File: src/rtl/ioapic_defs.svh
`ifndef IOAPIC_DEFS_SVH
`define IOAPIC_DEFS_SVH

// ====================
// Sizing
// ====================

// Number of interrupt input lines
`define IOAPIC_NUM_IRQS 8

// Width of an input index
`define IOAPIC_IDX_W 3

// ====================
// APB register map
// ====================

// Byte address width of the register window
`define IOAPIC_ADDR_W 8

// ID register, APIC ID in bits 27:24
`define IOAPIC_ID_OFFSET 8'h00

// First redirection entry, one word per input after it
`define IOAPIC_REDIR_BASE 8'h10

`endif

File: src/rtl/ioapic_pkg.sv
`default_nettype none

`include "ioapic_defs.svh"

package ioapic_pkg;

    // One redirection table entry as stored
    typedef struct packed {
        logic [7:0] vector;
        logic [2:0] deliv_mode;
        // Kept for readback only
        logic       dest_mode;
        // 1 = active low
        logic       polarity;
        // 1 = level, 0 = edge
        logic       trigger_level;
        // 1 = masked
        logic       mask;
        logic [7:0] destination;
    } redir_entry_t;

    // APB request bundle, driven by the bus master
    typedef struct packed {
        logic                      psel;
        logic                      penable;
        logic                      pwrite;
        logic [`IOAPIC_ADDR_W-1:0] paddr;
        logic [31:0]               pwdata;
    } apb_req_t;

    // APB response bundle
    typedef struct packed {
        logic [31:0] prdata;
        logic        pready;
        logic        pslverr;
    } apb_rsp_t;

    // Outgoing interrupt message
    typedef struct packed {
        logic [7:0] vector;
        logic [7:0] dest;
        logic [2:0] deliv_mode;
    } irq_msg_t;

    // Single-cycle event tagged with an input index
    typedef struct packed {
        logic                     valid;
        logic [`IOAPIC_IDX_W-1:0] irq;
    } deliv_evt_t;

    // Delivery FSM states
    typedef enum logic [1:0] {
        IDLE,
        DELIVER,
        WAIT_EOI
    } delivery_state_t;

endpackage

`default_nettype wire

File: src/rtl/ioapic_apb_regs.sv
`timescale 1ns/1ps
`default_nettype none

`include "ioapic_defs.svh"

module ioapic_apb_regs (
    input  wire logic                     clk,
    input  wire logic                     rst_n,
    input  wire ioapic_pkg::apb_req_t     apb_req,
    output ioapic_pkg::apb_rsp_t          apb_rsp,
    input  wire logic [`IOAPIC_NUM_IRQS-1:0] deliv_status,
    input  wire logic [`IOAPIC_NUM_IRQS-1:0] remote_irr,
    output ioapic_pkg::redir_entry_t      redir [`IOAPIC_NUM_IRQS],
    output logic [3:0]                    apic_id
);

    // Entries come out of reset masked, everything else zero
    localparam ioapic_pkg::redir_entry_t REDIR_RESET = '{mask: 1'b1, default: '0};

    logic                      access;
    logic                      wr_en;
    logic                      id_hit;
    logic                      redir_hit;
    logic [`IOAPIC_ADDR_W-1:0] redir_offs;
    logic [`IOAPIC_IDX_W-1:0]  redir_idx;

    // ====================
    // Address decode
    // ====================

    // Access phase of a transfer
    assign access = apb_req.psel && apb_req.penable;
    assign wr_en  = access && apb_req.pwrite;

    assign id_hit = (apb_req.paddr == `IOAPIC_ID_OFFSET);

    // Byte offset into the table
    assign redir_offs = apb_req.paddr - `IOAPIC_REDIR_BASE;
    assign redir_idx  = redir_offs[`IOAPIC_IDX_W+1:2];

    // Word aligned and inside the table
    assign redir_hit = (apb_req.paddr >= `IOAPIC_REDIR_BASE) &&
                       (redir_offs[1:0] == 2'b00) &&
                       (redir_offs[`IOAPIC_ADDR_W-1:2] < `IOAPIC_NUM_IRQS);

    // ====================
    // Register storage
    // ====================

    always_ff @(posedge clk) begin
        if (rst_n) begin
            apic_id <= 4'h0;
            for (int i = 0; i < `IOAPIC_NUM_IRQS; i++) begin
                redir[i] <= REDIR_RESET;
            end
        end else if (wr_en) begin
            if (id_hit) begin
                apic_id <= apb_req.pwdata[27:24];
            end else if (redir_hit) begin
                // Bits 12 and 14 are status, not stored
                redir[redir_idx].vector        <= apb_req.pwdata[7:0];
                redir[redir_idx].deliv_mode    <= apb_req.pwdata[10:8];
                redir[redir_idx].dest_mode     <= apb_req.pwdata[11];
                redir[redir_idx].polarity      <= apb_req.pwdata[13];
                redir[redir_idx].trigger_level <= apb_req.pwdata[15];
                redir[redir_idx].mask          <= apb_req.pwdata[16];
                redir[redir_idx].destination   <= apb_req.pwdata[31:24];
            end
        end
    end

    // ====================
    // Read path
    // ====================

    // Zero wait states
    assign apb_rsp.pready  = access;
    // Unmapped address
    assign apb_rsp.pslverr = access && !id_hit && !redir_hit;

    always_comb begin
        apb_rsp.prdata = 32'h0;
        if (apb_req.psel && id_hit) begin
            apb_rsp.prdata[27:24] = apic_id;
        end else if (apb_req.psel && redir_hit) begin
            // Stored fields merged with live status
            apb_rsp.prdata = {redir[redir_idx].destination,
                              7'h00,
                              redir[redir_idx].mask,
                              redir[redir_idx].trigger_level,
                              remote_irr[redir_idx],
                              redir[redir_idx].polarity,
                              deliv_status[redir_idx],
                              redir[redir_idx].dest_mode,
                              redir[redir_idx].deliv_mode,
                              redir[redir_idx].vector};
        end
    end

    // Enable only inside a selected transfer
    penable_needs_psel: assert property (
        @(posedge clk) disable iff (rst_n)
        apb_req.penable |-> apb_req.psel
    );

endmodule

`default_nettype wire

File: src/rtl/ioapic_irq_input.sv
`timescale 1ns/1ps
`default_nettype none

`include "ioapic_defs.svh"

module ioapic_irq_input (
    input  wire logic                        clk,
    input  wire logic                        rst_n,
    input  wire logic [`IOAPIC_NUM_IRQS-1:0] irq_in,
    input  wire ioapic_pkg::redir_entry_t    redir [`IOAPIC_NUM_IRQS],
    input  wire ioapic_pkg::deliv_evt_t      accept_evt,
    input  wire ioapic_pkg::deliv_evt_t      done_evt,
    input  wire logic                        eoi_valid,
    input  wire logic [7:0]                  eoi_vector,
    output logic [`IOAPIC_NUM_IRQS-1:0]      pending,
    output logic [`IOAPIC_NUM_IRQS-1:0]      remote_irr
);

    logic [`IOAPIC_NUM_IRQS-1:0] sync0;
    logic [`IOAPIC_NUM_IRQS-1:0] sync1;
    logic [`IOAPIC_NUM_IRQS-1:0] sync2;
    logic [`IOAPIC_NUM_IRQS-1:0] active;
    logic [`IOAPIC_NUM_IRQS-1:0] active_prev;
    logic [`IOAPIC_NUM_IRQS-1:0] rise;
    logic [`IOAPIC_NUM_IRQS-1:0] level_mode;
    logic [`IOAPIC_NUM_IRQS-1:0] eoi_match;

    // ====================
    // Synchronizer
    // ====================

    always_ff @(posedge clk) begin
        if (rst_n) begin
            sync0 <= '0;
            sync1 <= '0;
            sync2 <= '0;
        end else begin
            sync0 <= irq_in;
            sync1 <= sync0;
            sync2 <= sync1;
        end
    end

    // Polarity, trigger mode, EOI vector compare per line
    always_comb begin
        for (int i = 0; i < `IOAPIC_NUM_IRQS; i++) begin
            active[i]     = sync2[i] ^ redir[i].polarity;
            level_mode[i] = redir[i].trigger_level;
            eoi_match[i]  = eoi_valid && (eoi_vector == redir[i].vector);
        end
    end

    // Rising edge of the active level
    assign rise = active & ~active_prev;

    // ====================
    // Pending and Remote IRR
    // ====================

    always_ff @(posedge clk) begin
        if (rst_n) begin
            active_prev <= '0;
            pending     <= '0;
            remote_irr  <= '0;
        end else begin
            active_prev <= active;
            for (int i = 0; i < `IOAPIC_NUM_IRQS; i++) begin
                if (level_mode[i]) begin
                    // Level held off while an EOI is outstanding
                    pending[i] <= active[i] && !remote_irr[i];
                end else if (rise[i]) begin
                    // New edge wins over a same-cycle clear
                    pending[i] <= 1'b1;
                end else if (done_evt.valid && (done_evt.irq == `IOAPIC_IDX_W'(i))) begin
                    pending[i] <= 1'b0;
                end

                if (!level_mode[i]) begin
                    remote_irr[i] <= 1'b0;
                end else if (accept_evt.valid && (accept_evt.irq == `IOAPIC_IDX_W'(i))) begin
                    remote_irr[i] <= 1'b1;
                end else if (eoi_match[i]) begin
                    remote_irr[i] <= 1'b0;
                end
            end
        end
    end

    // Remote IRR only ever set under level mode
    remote_irr_level_only: assert property (
        @(posedge clk) disable iff (rst_n)
        (remote_irr & ~level_mode) == '0
    );

endmodule

`default_nettype wire

File: src/rtl/ioapic_delivery.sv
`timescale 1ns/1ps
`default_nettype none

`include "ioapic_defs.svh"

module ioapic_delivery (
    input  wire logic                        clk,
    input  wire logic                        rst_n,
    input  wire logic [`IOAPIC_NUM_IRQS-1:0] pending,
    input  wire logic [`IOAPIC_NUM_IRQS-1:0] remote_irr,
    input  wire ioapic_pkg::redir_entry_t    redir [`IOAPIC_NUM_IRQS],
    output ioapic_pkg::irq_msg_t             msg,
    output logic                             msg_valid,
    input  wire logic                        msg_ready,
    output ioapic_pkg::deliv_evt_t           accept_evt,
    output ioapic_pkg::deliv_evt_t           done_evt,
    output logic [`IOAPIC_NUM_IRQS-1:0]      deliv_status
);

    ioapic_pkg::delivery_state_t state;
    ioapic_pkg::delivery_state_t state_nxt;

    logic [`IOAPIC_NUM_IRQS-1:0] eligible;
    logic [`IOAPIC_IDX_W-1:0]    sel_idx;
    logic                        sel_valid;
    logic [`IOAPIC_IDX_W-1:0]    cur_irq;
    logic                        cur_level;

    // ====================
    // Arbiter
    // ====================

    always_comb begin
        sel_idx   = '0;
        sel_valid = 1'b0;
        // Scan down so the lowest index lands last
        for (int i = `IOAPIC_NUM_IRQS - 1; i >= 0; i--) begin
            eligible[i] = pending[i] && !redir[i].mask;
            if (eligible[i]) begin
                sel_idx   = `IOAPIC_IDX_W'(i);
                sel_valid = 1'b1;
            end
        end
    end

    // ====================
    // Delivery FSM
    // ====================

    always_comb begin
        state_nxt = state;
        case (state)
            ioapic_pkg::IDLE: begin
                if (sel_valid) begin
                    state_nxt = ioapic_pkg::DELIVER;
                end
            end
            ioapic_pkg::DELIVER: begin
                // Level waits for EOI, edge is done on take
                if (msg_ready) begin
                    state_nxt = cur_level ? ioapic_pkg::WAIT_EOI : ioapic_pkg::IDLE;
                end
            end
            ioapic_pkg::WAIT_EOI: begin
                if (!remote_irr[cur_irq]) begin
                    state_nxt = ioapic_pkg::IDLE;
                end
            end
            default: begin
                state_nxt = ioapic_pkg::IDLE;
            end
        endcase
    end

    always_ff @(posedge clk) begin
        if (rst_n) begin
            state <= ioapic_pkg::IDLE;
        end else begin
            state <= state_nxt;
        end
    end

    // Snapshot of the winner, taken on leaving IDLE
    always_ff @(posedge clk) begin
        if (accept_evt.valid) begin
            cur_irq        <= sel_idx;
            cur_level      <= redir[sel_idx].trigger_level;
            msg.vector     <= redir[sel_idx].vector;
            msg.dest       <= redir[sel_idx].destination;
            msg.deliv_mode <= redir[sel_idx].deliv_mode;
        end
    end

    // ====================
    // Outputs
    // ====================

    assign msg_valid = (state == ioapic_pkg::DELIVER);

    assign accept_evt.valid = (state == ioapic_pkg::IDLE) && sel_valid;
    assign accept_evt.irq   = sel_idx;

    // Take of the message
    assign done_evt.valid = msg_valid && msg_ready;
    assign done_evt.irq   = cur_irq;

    // In flight from accept until back in IDLE
    always_comb begin
        for (int i = 0; i < `IOAPIC_NUM_IRQS; i++) begin
            deliv_status[i] = (state != ioapic_pkg::IDLE) && (cur_irq == `IOAPIC_IDX_W'(i));
        end
    end

    deliv_status_onehot: assert property (
        @(posedge clk) disable iff (rst_n)
        $onehot0(deliv_status)
    );

    // Message held under back-pressure
    msg_stable: assert property (
        @(posedge clk) disable iff (rst_n)
        msg_valid && !msg_ready |=> msg_valid && $stable(msg)
    );

endmodule

`default_nettype wire

File: src/rtl/ioapic_top.sv
`timescale 1ns/1ps
`default_nettype none

`include "ioapic_defs.svh"

module ioapic_top (
    input  wire logic                        clk,
    input  wire logic                        rst_n,
    input  wire ioapic_pkg::apb_req_t        apb_req,
    output ioapic_pkg::apb_rsp_t             apb_rsp,
    input  wire logic [`IOAPIC_NUM_IRQS-1:0] irq_in,
    output ioapic_pkg::irq_msg_t             msg,
    output logic                             msg_valid,
    input  wire logic                        msg_ready,
    input  wire logic                        eoi_valid,
    input  wire logic [7:0]                  eoi_vector
);

    ioapic_pkg::redir_entry_t    redir [`IOAPIC_NUM_IRQS];
    ioapic_pkg::deliv_evt_t      accept_evt;
    ioapic_pkg::deliv_evt_t      done_evt;
    logic [`IOAPIC_NUM_IRQS-1:0] pending;
    logic [`IOAPIC_NUM_IRQS-1:0] remote_irr;
    logic [`IOAPIC_NUM_IRQS-1:0] deliv_status;

    // Register window, APIC ID only read back
    ioapic_apb_regs ioapic_apb_regs_inst (
        .clk          (clk),
        .rst_n        (rst_n),
        .apb_req      (apb_req),
        .apb_rsp      (apb_rsp),
        .deliv_status (deliv_status),
        .remote_irr   (remote_irr),
        .redir        (redir),
        .apic_id      ()
    );

    // Line conditioning and pending state
    ioapic_irq_input ioapic_irq_input_inst (
        .clk        (clk),
        .rst_n      (rst_n),
        .irq_in     (irq_in),
        .redir      (redir),
        .accept_evt (accept_evt),
        .done_evt   (done_evt),
        .eoi_valid  (eoi_valid),
        .eoi_vector (eoi_vector),
        .pending    (pending),
        .remote_irr (remote_irr)
    );

    // Arbitration and message handshake
    ioapic_delivery ioapic_delivery_inst (
        .clk          (clk),
        .rst_n        (rst_n),
        .pending      (pending),
        .remote_irr   (remote_irr),
        .redir        (redir),
        .msg          (msg),
        .msg_valid    (msg_valid),
        .msg_ready    (msg_ready),
        .accept_evt   (accept_evt),
        .done_evt     (done_evt),
        .deliv_status (deliv_status)
    );

endmodule

`default_nettype wire

File: config.mk
export PLATFORM = sky130hd
export DESIGN_NAME = ioapic_top
export DESIGN_NICKNAME = d
export VERILOG_FILES = /design/src/rtl/ioapic_pkg.sv /design/src/rtl/ioapic_apb_regs.sv /design/src/rtl/ioapic_irq_input.sv /design/src/rtl/ioapic_delivery.sv /design/src/rtl/ioapic_top.sv
export VERILOG_INCLUDE_DIRS = /design/src /design/src/rtl
export SDC_FILE = /design/constraint.sdc
export NUM_CORES = 1
export LEC_CHECK = 0
export BUFFER_PORTS_ARGS = -buffer_cell sky130_fd_sc_hd__buf_4
export CORE_MARGIN = 2
export CORE_UTILIZATION = 60
export DETAILED_ROUTE_END_ITERATION = 10
export PLACE_DENSITY_LB_ADDON = 0.15
export SETUP_SLACK_MARGIN = 0.4
export SLEW_MARGIN = 15
export SYNTH_ARGS = -nofsm -noshare
export SYNTH_HDL_FRONTEND = slang
export SYNTH_HIERARCHICAL = 1
export SYNTH_SLANG_ARGS = --single-unit
File: constraint.sdc
create_clock -name clk -period 10.77 [get_ports clk]
set_input_delay 1.077 -clock clk [delete_from_list [all_inputs] [get_ports clk]]
set_output_delay 1.077 -clock clk [all_outputs]
set_load 0.02 [all_outputs]
### Yosys cells after proc, flatten, opt, wreduce, memory -nomap -nowiden

Index checks and enable logic that the tools add are counted.

| word-level totals | value |
|---|---|
| output and inout bits | 54 |
| memory bits (writable) | 0 |
| latch bits | 0 |
| memory bits (read-only) | 0 |
| bits of input ports | 63 |
| flip-flop bits (word level) | 261 |
| logic and storage cells | 347 |
| memories | 0 |

| cells by class | value |
|---|---|
| multiplexer cells | 98 |
| div/mod/pow operators | 0 |
| equal/unequal tests | 27 |
| order comparisons | 7 |
| shift-type cells | 0 |
| bitwise operators | 21 |
| $mul | 0 |
| reductions and logical operators | 110 |
| $add $sub $neg | 1 |

Operator list:

| kind | count |
|---|---|
| 184-bit bitwise mux | 7 |
| 23-bit demux with 3-bit select | 7 |
| 23-bit binary-select mux with 3-bit select | 2 |
| 23-bit 2-to-1 mux | 5 |
| 8-bit == test | 8 |
| 1-bit logical AND | 59 |
| 1-bit 2-to-1 mux | 51 |
| 32-bit 2-to-1 mux | 1 |
| 3-bit == test (second input constant) | 8 |
| 24-bit 2-to-1 mux | 1 |
| 3-bit 2-to-1 mux | 8 |
| 3-bit nonzero test | 8 |
| 1-bit logical NOT | 18 |
| 2-bit nonzero test | 9 |
| 2-bit OR reduction | 8 |
| 15-bit 2-to-1 mux | 1 |
| 3-bit by 2-bit == test with 1-bit output (second input constant) | 4 |
| 12-bit 2-to-1 mux | 1 |
| 11-bit 2-to-1 mux | 1 |
| 10-bit 2-to-1 mux | 1 |
| 1-bit binary-select mux with 3-bit select | 3 |
| 9-bit 2-to-1 mux | 1 |
| 1-bit NOT | 9 |
| 8-bit bitwise AND | 1 |
| 23 further kinds | 42 |

### Logic depth before layout (Yosys ltp)

Gate-level depths: netlist of run 1.

| logic depth | value |
|---|---|
| word-level depth | 14 |
| gate-level depth with buffers | 10 |
| mapped depth without buffers | 8 |

### By module

The synthesis of run 1 kept the hierarchy.

By module, submodules not included:

| module | area an instance (um^2) | times used | sequential area each (um^2) | cells an instance |
|---|---|---|---|---|
| ioapic_apb_regs | 8909.8 | 1 | 3763.6 | 870 |
| ioapic_irq_input | 2552.4 | 1 | 960.9 | 268 |
| ioapic_delivery | 2373.5 | 1 | 730.7 | 365 |

### Worst setup path after synthesis of run 1

No wires, ideal clock.

| timing path | value |
|---|---|
| path kind | input port to output port |
| start point | in apb_req[36] (netlist bit) |
| end point | out apb_rsp[18] (netlist bit) |
| data arrival time | 3038 ps |
| slack | 6655 ps |
| path buffers | 1 |
| data required time | 9693 ps |
| stages on the path | 7 |
| cell sequence | buf_4 -> inv_1 -> ha_1 -> or3b_1 -> nor4_2 -> nand3_1 -> nor4_1 |

RTL lines:

| element | line | source |
|---|---|---|
| start, declared | ioapic_top.sv:9 | `input wire ioapic_pkg::apb_req_t apb_req,` |
| end, declared | ioapic_top.sv:10 | `output ioapic_pkg::apb_rsp_t apb_rsp,` |

==> impl_metrics.yaml, run 1 <==
status:
  outcome: "finished, final reports clean"
min_path:
  min_path_type: "reg -> reg"
  hold_depth: 1
  hold_path.startpoint: "ioapic_irq_input_inst/sync1[3]"
worst_setup_path:
  crit_chain: "buf_4 > inv_1 > ha_1 > or3b_1 > nor4_2 > nand3_1 > buf_4 > nor4_2 > buf_4"
  crit_family: "simple AND/OR/NAND/NOR gates"
  path_depth: 9
  worstSetupStartpoint: "apb_req[36]"
  end_kind: "output port"
  reg2reg_to: "ioapic_delivery_inst/msg[16]"
  start_kind: "input port"
  r2r_cells: 9
  path_class: "in -> out"
  r2r_setup_slack_ps: 7410
  critPathRequiredTime_ps: 9690
  critPathCapture: "apb_rsp[9]"
  max_stage_delay_ps: 480
  cp.arrival_ps: 3730
  cp_num_buf_inv: 4
  slowest_stage: "nor4_2"
  path_common_cell: "buf_4"
  r2r-start: "ioapic_apb_regs_inst/redir[100]"
  critPathMaxFanout: 23
layout:
  n_fill_cell: 1774
  postLayoutCoreUtil_pct: 68.34
  multi_input_area_um2: 7785
  seq_area_um2: 5455
  area_growth_pct: 11.84
  antennaDiodeCount: 0
  fin_cells: 1829
  drive_gt1_share_pct: 13.60
  stdcell_area_um2: 15470
  nets: 1587
route:
  vias_per_cell: 6.369
  num_vias: 11648
  routed_wl_mm: 41.20
  wl_per_cell_um: 22.53
  drc_errors: 0
  drt_iter0_drc: 1269
  first_pass_iters: 6
  ant_nets: 0
floorplan:
  design.core.area_um2: 22640
  die_y_um: 155.9
  rows: 55
  ios: 117
  start_util_pct: 61.11
  die-area_um2: 24290
  die_w_um: 155.9
grt:
  grt_first_pass_wirelength_mm: 63.87
  gr-total-overflow: 0
  grt_use_total_pct: 33.55
  grt_max_degree: 93
  antenna_found_initial: 0
  grt_pass1_vias: 11235
logic_synthesis:
  synth_top_flop_cell: "dfxtp_1"
  synthCells: 1503
  netlist_area_um2: 13840
  synthSimpleGateAreaFrac_pct: 25.53
  synth_top_family_by_area: "simple AND/OR/NAND/NOR gates"
  synth-async-reset-ratio_pct: 0
  yosysTopAreaCell: "dfxtp_1"
  syn_avg_cell_area_um2: 9.205
  synth_area_leaders: "dfxtp_1 34%, mux2i_1 14%, nand2b_1 9.4%"
  seq_area_frac_synth_pct: 39.43
  ys_seq_elements: 261
  ys_warn_count: 6
  synth_top_cells_by_count: "238 x dfxtp_1, 207 x nand2b_1, 192 x mux2i_1, 175 x nand2_1, 63 x clkbuf_1"
  synth_top_area_share_pct: 34.44
  muxShareOfSynthArea_pct: 14.95
  synthMostInstantiatedCell: "dfxtp_1"
  yosysUniqueCellTypes: 69
  synth-edff-count: 23
  synth_compound_area_share_pct: 10.58
  synth_xor_area_share_pct: 4.621
  synth_fa_ha_area_share_pct: 0.1809
timing:
  setup_viol: 0
  max_freq_mhz: 208.1
  min_period_ps: 4806
  finalCritPeriodShare_pct: 44.62
  finalClockSkew_ps: 21.92
  tightest_slew_ps: 1225
  slew_violations: 0
  final_hold_viol_count: 0
  rsz0062_at_grt: "no"
  slew_headroom_pct: 18.17
  tns_ps: 0
cts:
  cts-root-buf: "clkbuf_16"
  cts_sinks: 261
  postCtsSetupBuffers: 0
  clk_latency_ps: 560
  clk_pin_slew_ps: 60
  cts_tree: "yes"
  htree_num_levels: 1
  clk_path_buf_depth: 3
  cts_made_buffers: 28
  cts_resized: 0
  holdBufCountCts: 0
placed_design:
  placed_cells: 1777
  place_area_um2: 14520
  routabilityCongestion: 0.9040
  port_buffers: 100
  post-dp-hpwl_mm: 24.21
power:
  power.total_mw: 2.131
  worst_ir_drop_vdd_v: 0.0001120
  p_per_area_nw_per_um2: 137.7
  total_leakage_power_nw: 6.603
job:
  cap_violations: 0
per-stage QoR:
step | hold slack [ps] | worst slack (ps)
global route | 455.1 | 5846
finish | 435.8 | 5964
global placement | 423.2 | 6057
floorplan | 413.8 | 6655
detailed placement | 422.6 | 6039
CTS | 441.3 | 6011
flip-flops by register name, indices dropped and copies added (netlist names):
signal / count
ioapic_irq_input_inst/remote_irr: 8
ioapic_apb_regs_inst/redir: 184
ioapic_irq_input_inst/pending: 8
ioapic_delivery_inst/msg: 19
ioapic_delivery_inst/cur_level: 1
ioapic_irq_input_inst/sync0: 8
ioapic_irq_input_inst/active_prev: 8
ioapic_delivery_inst/state: 2
ioapic_irq_input_inst/sync1: 8
ioapic_irq_input_inst/sync2: 8
ioapic_delivery_inst/cur_irq: 3
ioapic_apb_regs_inst/apic_id: 4
power breakdown:
part	switching [mW]	internal, mW	total [mW]
registers	0.00233	0.983	0.985
clock network	0.406	0.600	1.01
logic	0.0824	0.0566	0.139
cells by family after synthesis:
kind of cell	after synthesis
multiplexers	200
buffers and inverters	144
AO/OA/AOI/OAI	203
other	1
AND/OR/NAND/NOR	619
adder cells (fa/ha/maj)	2
XOR/XNOR	73
flip-flops	261
routing by layer:
metal | vias to the layer above | share of wire, % | global-route usage (%)
li1 | 5321 | - | -
met1 | 5594 | 41 | 45.12
met2 | 619 | 46 | 53.58
met3 | 114 | 10 | 7.028
met4 | 0 | 3.1 | 12.10
met5 | - | 0 | 0
area by class of cell:
| type | count | area share (%) |
|---|---|---|
| tap | 285 | 2.305 |
| multi-input combinational | 1104 | 50.31 |
| clock inverter | 16 | 1.189 |
| sequential | 261 | 35.26 |
| timing repair buffer | 117 | 5.701 |
| inverter | 10 | 0.2507 |
| clock buffer | 36 | 4.989 |
worst min-delay path by stage:
stage	endpoint	slack, ps
floorplan	ioapic_irq_input_inst/sync1[0]	410
global placement	ioapic_irq_input_inst/sync1[2]	420
detailed placement	ioapic_irq_input_inst/sync2[7]	420
CTS	ioapic_irq_input_inst/sync1[2]	440
global route	ioapic_irq_input_inst/sync1[3]	460
finish	ioapic_irq_input_inst/sync2[3]	440
placed cells by master (no fill, tap or decap), drive strengths merged, types with 4 or more instances in the layout:
master / count
dfxtp: 238
nand2b: 207
mux2i: 192
nand2: 175
buf: 117
xor2: 60
nand3: 53
nor2b: 49
o22ai: 44
a21oi: 44
nor4: 38
clkbuf: 36
nor2: 34
edfxtp: 23
o221ai: 21
o22a: 20
a311o: 20
and2: 15
xnor2: 13
nor3: 12
o21ai: 12
clkinv: 11
inv: 9
a31oi: 8
conb: 7
mux4: 5
o32ai: 5
bufinv: 4
a22oi: 4
a311oi: 4
a211oi: 4
nand4: 4
(Power assumes the default switching activity.)
==> run 2, diff against run 1 <==
- clock period: 10.77 -> 4.8 ns (I/O delays scaled with it)
==> run 2 against run 1 <==
Net effect: clock skew down 14 ps; first-iteration DRC count fell by 5.6%; non-clock buffer count increased by 8; critical path depth did not move; register-to-register slack worse by 5600 ps; via count is 0.76% higher; sequential cell count did not move; sequential share of layout area shrank 0.12 points; utilization is 0.24 points higher; setup slack worse by 4600 ps; routed wire length hardly changed; critical path type unchanged; largest power group is now registers.
==> impl_metrics.yaml, run 2 (synthesis gave the netlist of run 1 again) <==
placed_design:
  placed_cells: 1785
  routabilityCongestion: 0.9108
  pre_cts_ws_ps: 1253
  post-dp-hpwl_mm: 24.87
  port_buffers: 100
  place_area_um2: 14590
grt:
  antenna_found_initial: 0
  grt_max_degree: 131
  grt_pass1_vias: 11259
  gr-total-overflow: 0
  grt_first_pass_wirelength_mm: 63.83
  grt_use_total_pct: 33.70
layout:
  n_fill_cell: 1781
  largest_register_ffs: 184
  nets: 1595
  drive_gt1_share_pct: 13.79
  postLayoutCoreUtil_pct: 68.58
  multi_input_area_um2: 7782
  final_common_cell: "dfxtp_1"
  final_cell_mix: "238 x dfxtp_1, 207 x nand2b_1, 192 x mux2i_1"
  regMostFlops: "ioapic_apb_regs_inst/redir"
  area_growth_pct: 12.23
  seq_area_um2: 5455
  antennaDiodeCount: 0
  stdcell_area_um2: 15530
  reg.largest.list: "ioapic_apb_regs_inst/redir x184, ioapic_delivery_inst/msg x19"
  fin_cells: 1837
timing:
  fin_ws_ps: 1319
  finalClockSkew_ps: 7.559
  slew_violations: 0
  slew_headroom_pct: 8.691
  tns_ps: 0
  holdWs_ps: 135.9
  setup_viol: 0
  rsz0062_at_grt: "no"
  tightest_slew_ps: 1370
  finalCritPeriodShare_pct: 72.53
  max_freq_mhz: 287.3
  final_hold_viol_count: 0
  min_period_ps: 3481
route:
  ant_nets: 0
  vias_per_cell: 6.389
  wl_per_cell_um: 22.45
  drt_iter0_drc: 1198
  drc_errors: 0
  num_vias: 11736
  first_pass_iters: 5
  routed_wl_mm: 41.24
worst_setup_path:
  path_common_cell: "buf_4"
  slowest_stage: "nor4_2"
  crit_chain: "buf_4 > inv_1 > ha_1 > or3b_1 > nor4_2 > nand3_1 > buf_4 > nor4_2 > buf_4"
  critPathMaxFanout: 23
  end_kind: "output port"
  start_kind: "input port"
  crit_family: "simple AND/OR/NAND/NOR gates"
  critPathRequiredTime_ps: 4320
  max_stage_delay_ps: 490
  cp.arrival_ps: 3000
  cp_num_buf_inv: 4
  path_class: "in -> out"
cts:
  clk_pin_slew_ps: 60
  cts-root-buf: "clkbuf_16"
  holdBufCountCts: 0
  postCtsSetupBuffers: 0
  cts_made_buffers: 28
  cts_sinks: 261
  cts_resized: 0
  cts_tree: "yes"
  clk_latency_ps: 540
  htree_num_levels: 1
  clk_path_buf_depth: 3
min_path:
  min_path_type: "in -> reg"
floorplan:
  die_y_um: 155.9
  start_util_pct: 61.11
  rows: 55
  design.core.area_um2: 22640
  die-area_um2: 24290
  die_w_um: 155.9
  ios: 117
power:
  total_leakage_power_nw: 6.636
  worst_ir_drop_vdd_v: 0.0002328
  power.total_mw: 4.702
  p_per_area_nw_per_um2: 302.8
job:
  cap_violations: 0
status:
  outcome: "finished, final reports clean"
-- run 2: cell type report --
cell class | instances | area share, %
multi-input cells | 1104 | 50.12
flip-flops and latches | 261 | 35.13
repair buffers | 125 | 6.148
clock buffers | 41 | 5.496
well taps | 285 | 2.297
clock inverters | 11 | 0.5560
inverters | 10 | 0.2498
-- run 2: path summary, 6_finish.rpt --
| path | start | endpoint | slack [ps] | depth (start not counted) |
|---|---|---|---|---|
| setup reg to reg | ioapic_apb_regs_inst/redir[169] | ioapic_irq_input_inst/remote_irr[2] | 1770 | 8 |
| hold / removal | msg_ready | ioapic_delivery_inst/state[0] | 140 | 2 |
| hold reg to reg | ioapic_irq_input_inst/sync0[5] | ioapic_irq_input_inst/sync1[5] | 440 | 1 |
| setup / recovery | apb_req[36] | apb_rsp[9] | 1320 | 9 |
-- run 2: report_power, final --
part / leakage (nW) / internal [mW] / switching (mW)
combinational: 4.03 / 0.128 / 0.187
sequential: 2.14 / 2.21 / 0.00506
clock: 0.466 / 1.29 / 0.891
total: 6.64 / 3.62 / 1.08
-- run 2: per-layer routing --
metal  track usage, %  routed length [um]  up-vias
met2            52.44               18460      660
met1            46.08               16850     5632
met5                0                   0        -
met3            6.500                4245      126
li1                 -                   -     5318
met4            14.07                1679        0
==> run 3, diff against run 2 <==
- clock period: 4.8 -> 3.29 ns (I/O delays scaled with it)
==> run 3 against run 2 <==
Net effect: clock skew increased by 4.7 ps; die area unchanged; utilization increased by 1.3 points; final area increased by 2.0%; sequential cell count unchanged; count of clock-buffer cells in the layout increased by 1.
==> impl_metrics.yaml, run 3 (synthesis gave the netlist of run 1 again) <==
status:
  outcome: "finished, final reports clean"
route:
  wl_per_cell_um: 22.41
  drt_iter0_drc: 1117
  ant_nets: 0
  num_vias: 11738
  first_pass_iters: 6
  drc_errors: 0
  vias_per_cell: 6.321
  routed_wl_mm: 41.62
cts:
  htree_num_levels: 1
  cts_tree: "yes"
  clk_path_buf_depth: 3
  clk_pin_slew_ps: 60
  clk_latency_ps: 550
  postCtsSetupBuffers: 0
  cts-root-buf: "clkbuf_16"
  cts_made_buffers: 29
  cts_sinks: 261
timing:
  setup_viol: 0
  finalCritPeriodShare_pct: 86.25
  final_hold_viol_count: 0
  finalClockSkew_ps: 12.27
  min_period_ps: 2838
  holdWs_ps: 5.656
  slew_violations: 0
  rsz0062_at_grt: "yes"
  tns_ps: 0
  max_freq_mhz: 352.4
  tightest_slew_ps: 844.6
  slew_headroom_pct: 43.69
worst_setup_path:
  slowest_stage: "nor4_2"
  path_class: "in -> out"
  start_kind: "input port"
  r2r_setup_slack_ps: 710
  crit_chain: "buf_4 > inv_1 > ha_1 > or3b_1 > nor4_2 > nand3_1 > buf_6 > nor4_2 > buf_4"
  r2r-start: "ioapic_apb_regs_inst/redir[169]"
  end_kind: "output port"
  reg2reg_to: "ioapic_delivery_inst/msg[2]"
  critPathRequiredTime_ps: 2960
  r2r_cells: 8
  critPathMaxFanout: 21
  cp.arrival_ps: 2510
  max_stage_delay_ps: 460
floorplan:
  start_util_pct: 61.11
  die_w_um: 155.9
  design.core.area_um2: 22640
  die_y_um: 155.9
  rows: 55
  die-area_um2: 24290
  ios: 117
grt:
  busiest_layer: "met2"
  grt_use_total_pct: 33.61
  grt_max_degree: 156
  grt_first_pass_wirelength_mm: 63.96
  gr-total-overflow: 0
  met3_usage_pct: 5.167
  grt_pass1_vias: 11158
  antenna_found_initial: 0
  use_met2_pct: 54.17
  grtUsageMet1_pct: 45.76
power:
  p_per_area_nw_per_um2: 451.7
  worst_ir_drop_vdd_v: 0.0004230
  total_leakage_power_nw: 6.781
  power.total_mw: 7.152
layout:
  antennaDiodeCount: 0
  n_fill_cell: 1791
  regMostFlops: "ioapic_apb_regs_inst/redir"
  stdcell_area_um2: 15830
  area_growth_pct: 14.43
  postLayoutCoreUtil_pct: 69.93
  final_cell_mix: "238 x dfxtp_1, 207 x nand2b_1, 192 x mux2i_1"
  drive_gt1_share_pct: 14.82
  nets: 1615
  reg.largest.list: "ioapic_apb_regs_inst/redir x184, ioapic_delivery_inst/msg x19"
  final_common_cell: "dfxtp_1"
  largest_register_ffs: 184
job:
  cap_violations: 0
min_path:
  hold_path_end: "ioapic_irq_input_inst/sync0[6]"
  hold_depth: 2
  hold_path.startpoint: "irq_in[6]"
  min_path_type: "in -> reg"
placed_design:
  post-dp-hpwl_mm: 25.55
  routabilityCongestion: 0.8952
  place_area_um2: 14720
  port_buffers: 100
-- run 3: changes by cell type in the layout (fill, tap and decap cells not counted), sizes merged --
cell         previous run  this run
buf                   125       137
dlygate4sd3             0         7
clkinv                 10         2
clkbuf                 41        42
clkinvlp                0         3
inv                    10        13
bufinv                  1         3
-- run 3: report_power, final --
part	switching [mW]	internal [mW]	leakage, nW
registers	0.00799	3.22	2.14
clock network	1.35	2.11	0.501
logic	0.273	0.198	4.14
total	1.63	5.52	6.78
-- run 3: repair_timing --
| item | CTS | global route |
|---|---|---|
| endpoints found under the setup margin | 1 | 22 |
| hold endpoints to repair | 7 | 0 |
| cloned | 0 | 0 |
| hold buffers | 7 | 0 |
| gates resized for setup | 1 | 3 |
-- run 3: how the worst max path moves through the flow --
| stage | start | end | depth (start not counted) | slack (ps) |
|---|---|---|---|---|
| global route | apb_req[36] | apb_rsp[12] | 9 | 380 |
| CTS | apb_req[36] | apb_rsp[12] | 9 | 440 |
| finish | apb_req[36] | apb_rsp[12] | 9 | 450 |
| detailed placement | apb_req[36] | apb_rsp[33] | 9 | 340 |
| floorplan | ioapic_irq_input_inst/pending[2] | ioapic_irq_input_inst/remote_irr[2] | 7 | 610 |
| global placement | apb_req[36] | apb_rsp[33] | 9 | 370 |
-- run 3: critical path: cells and delay by family --
kind / cells / cell delay (ps)
simple gates: 4 / 1240
buf+inv: 4 / 630
fa+ha+maj: 1 / 280
-- run 3: final cells by class --
class,count,area (um^2),area share (%)
inverter,10,40.04,0.2529
clock buffer,42,887.1,5.603
clock inverter,11,143.9,0.9088
tap,285,356.6,2.252
multi-input combinational,1104,7781,49.15
timing repair buffer,144,1169,7.381
sequential,261,5455,34.46
-- run 3: metrics by stage --
step	instances	setup slack, ps
after floorplan	1509	613.8
after global placement	1797	369.2
after detailed placement	1797	337.0
after CTS	1857	440.4
after global routing	1857	383.5
final	1857	452.2
-- run 3: routing by layer --
metal / part of all wire (%) / routed length, um
met2: 46 / 19210
met4: 3.4 / 1401
met5: 0 / 0
met3: 9.0 / 3748
met1: 41 / 17260
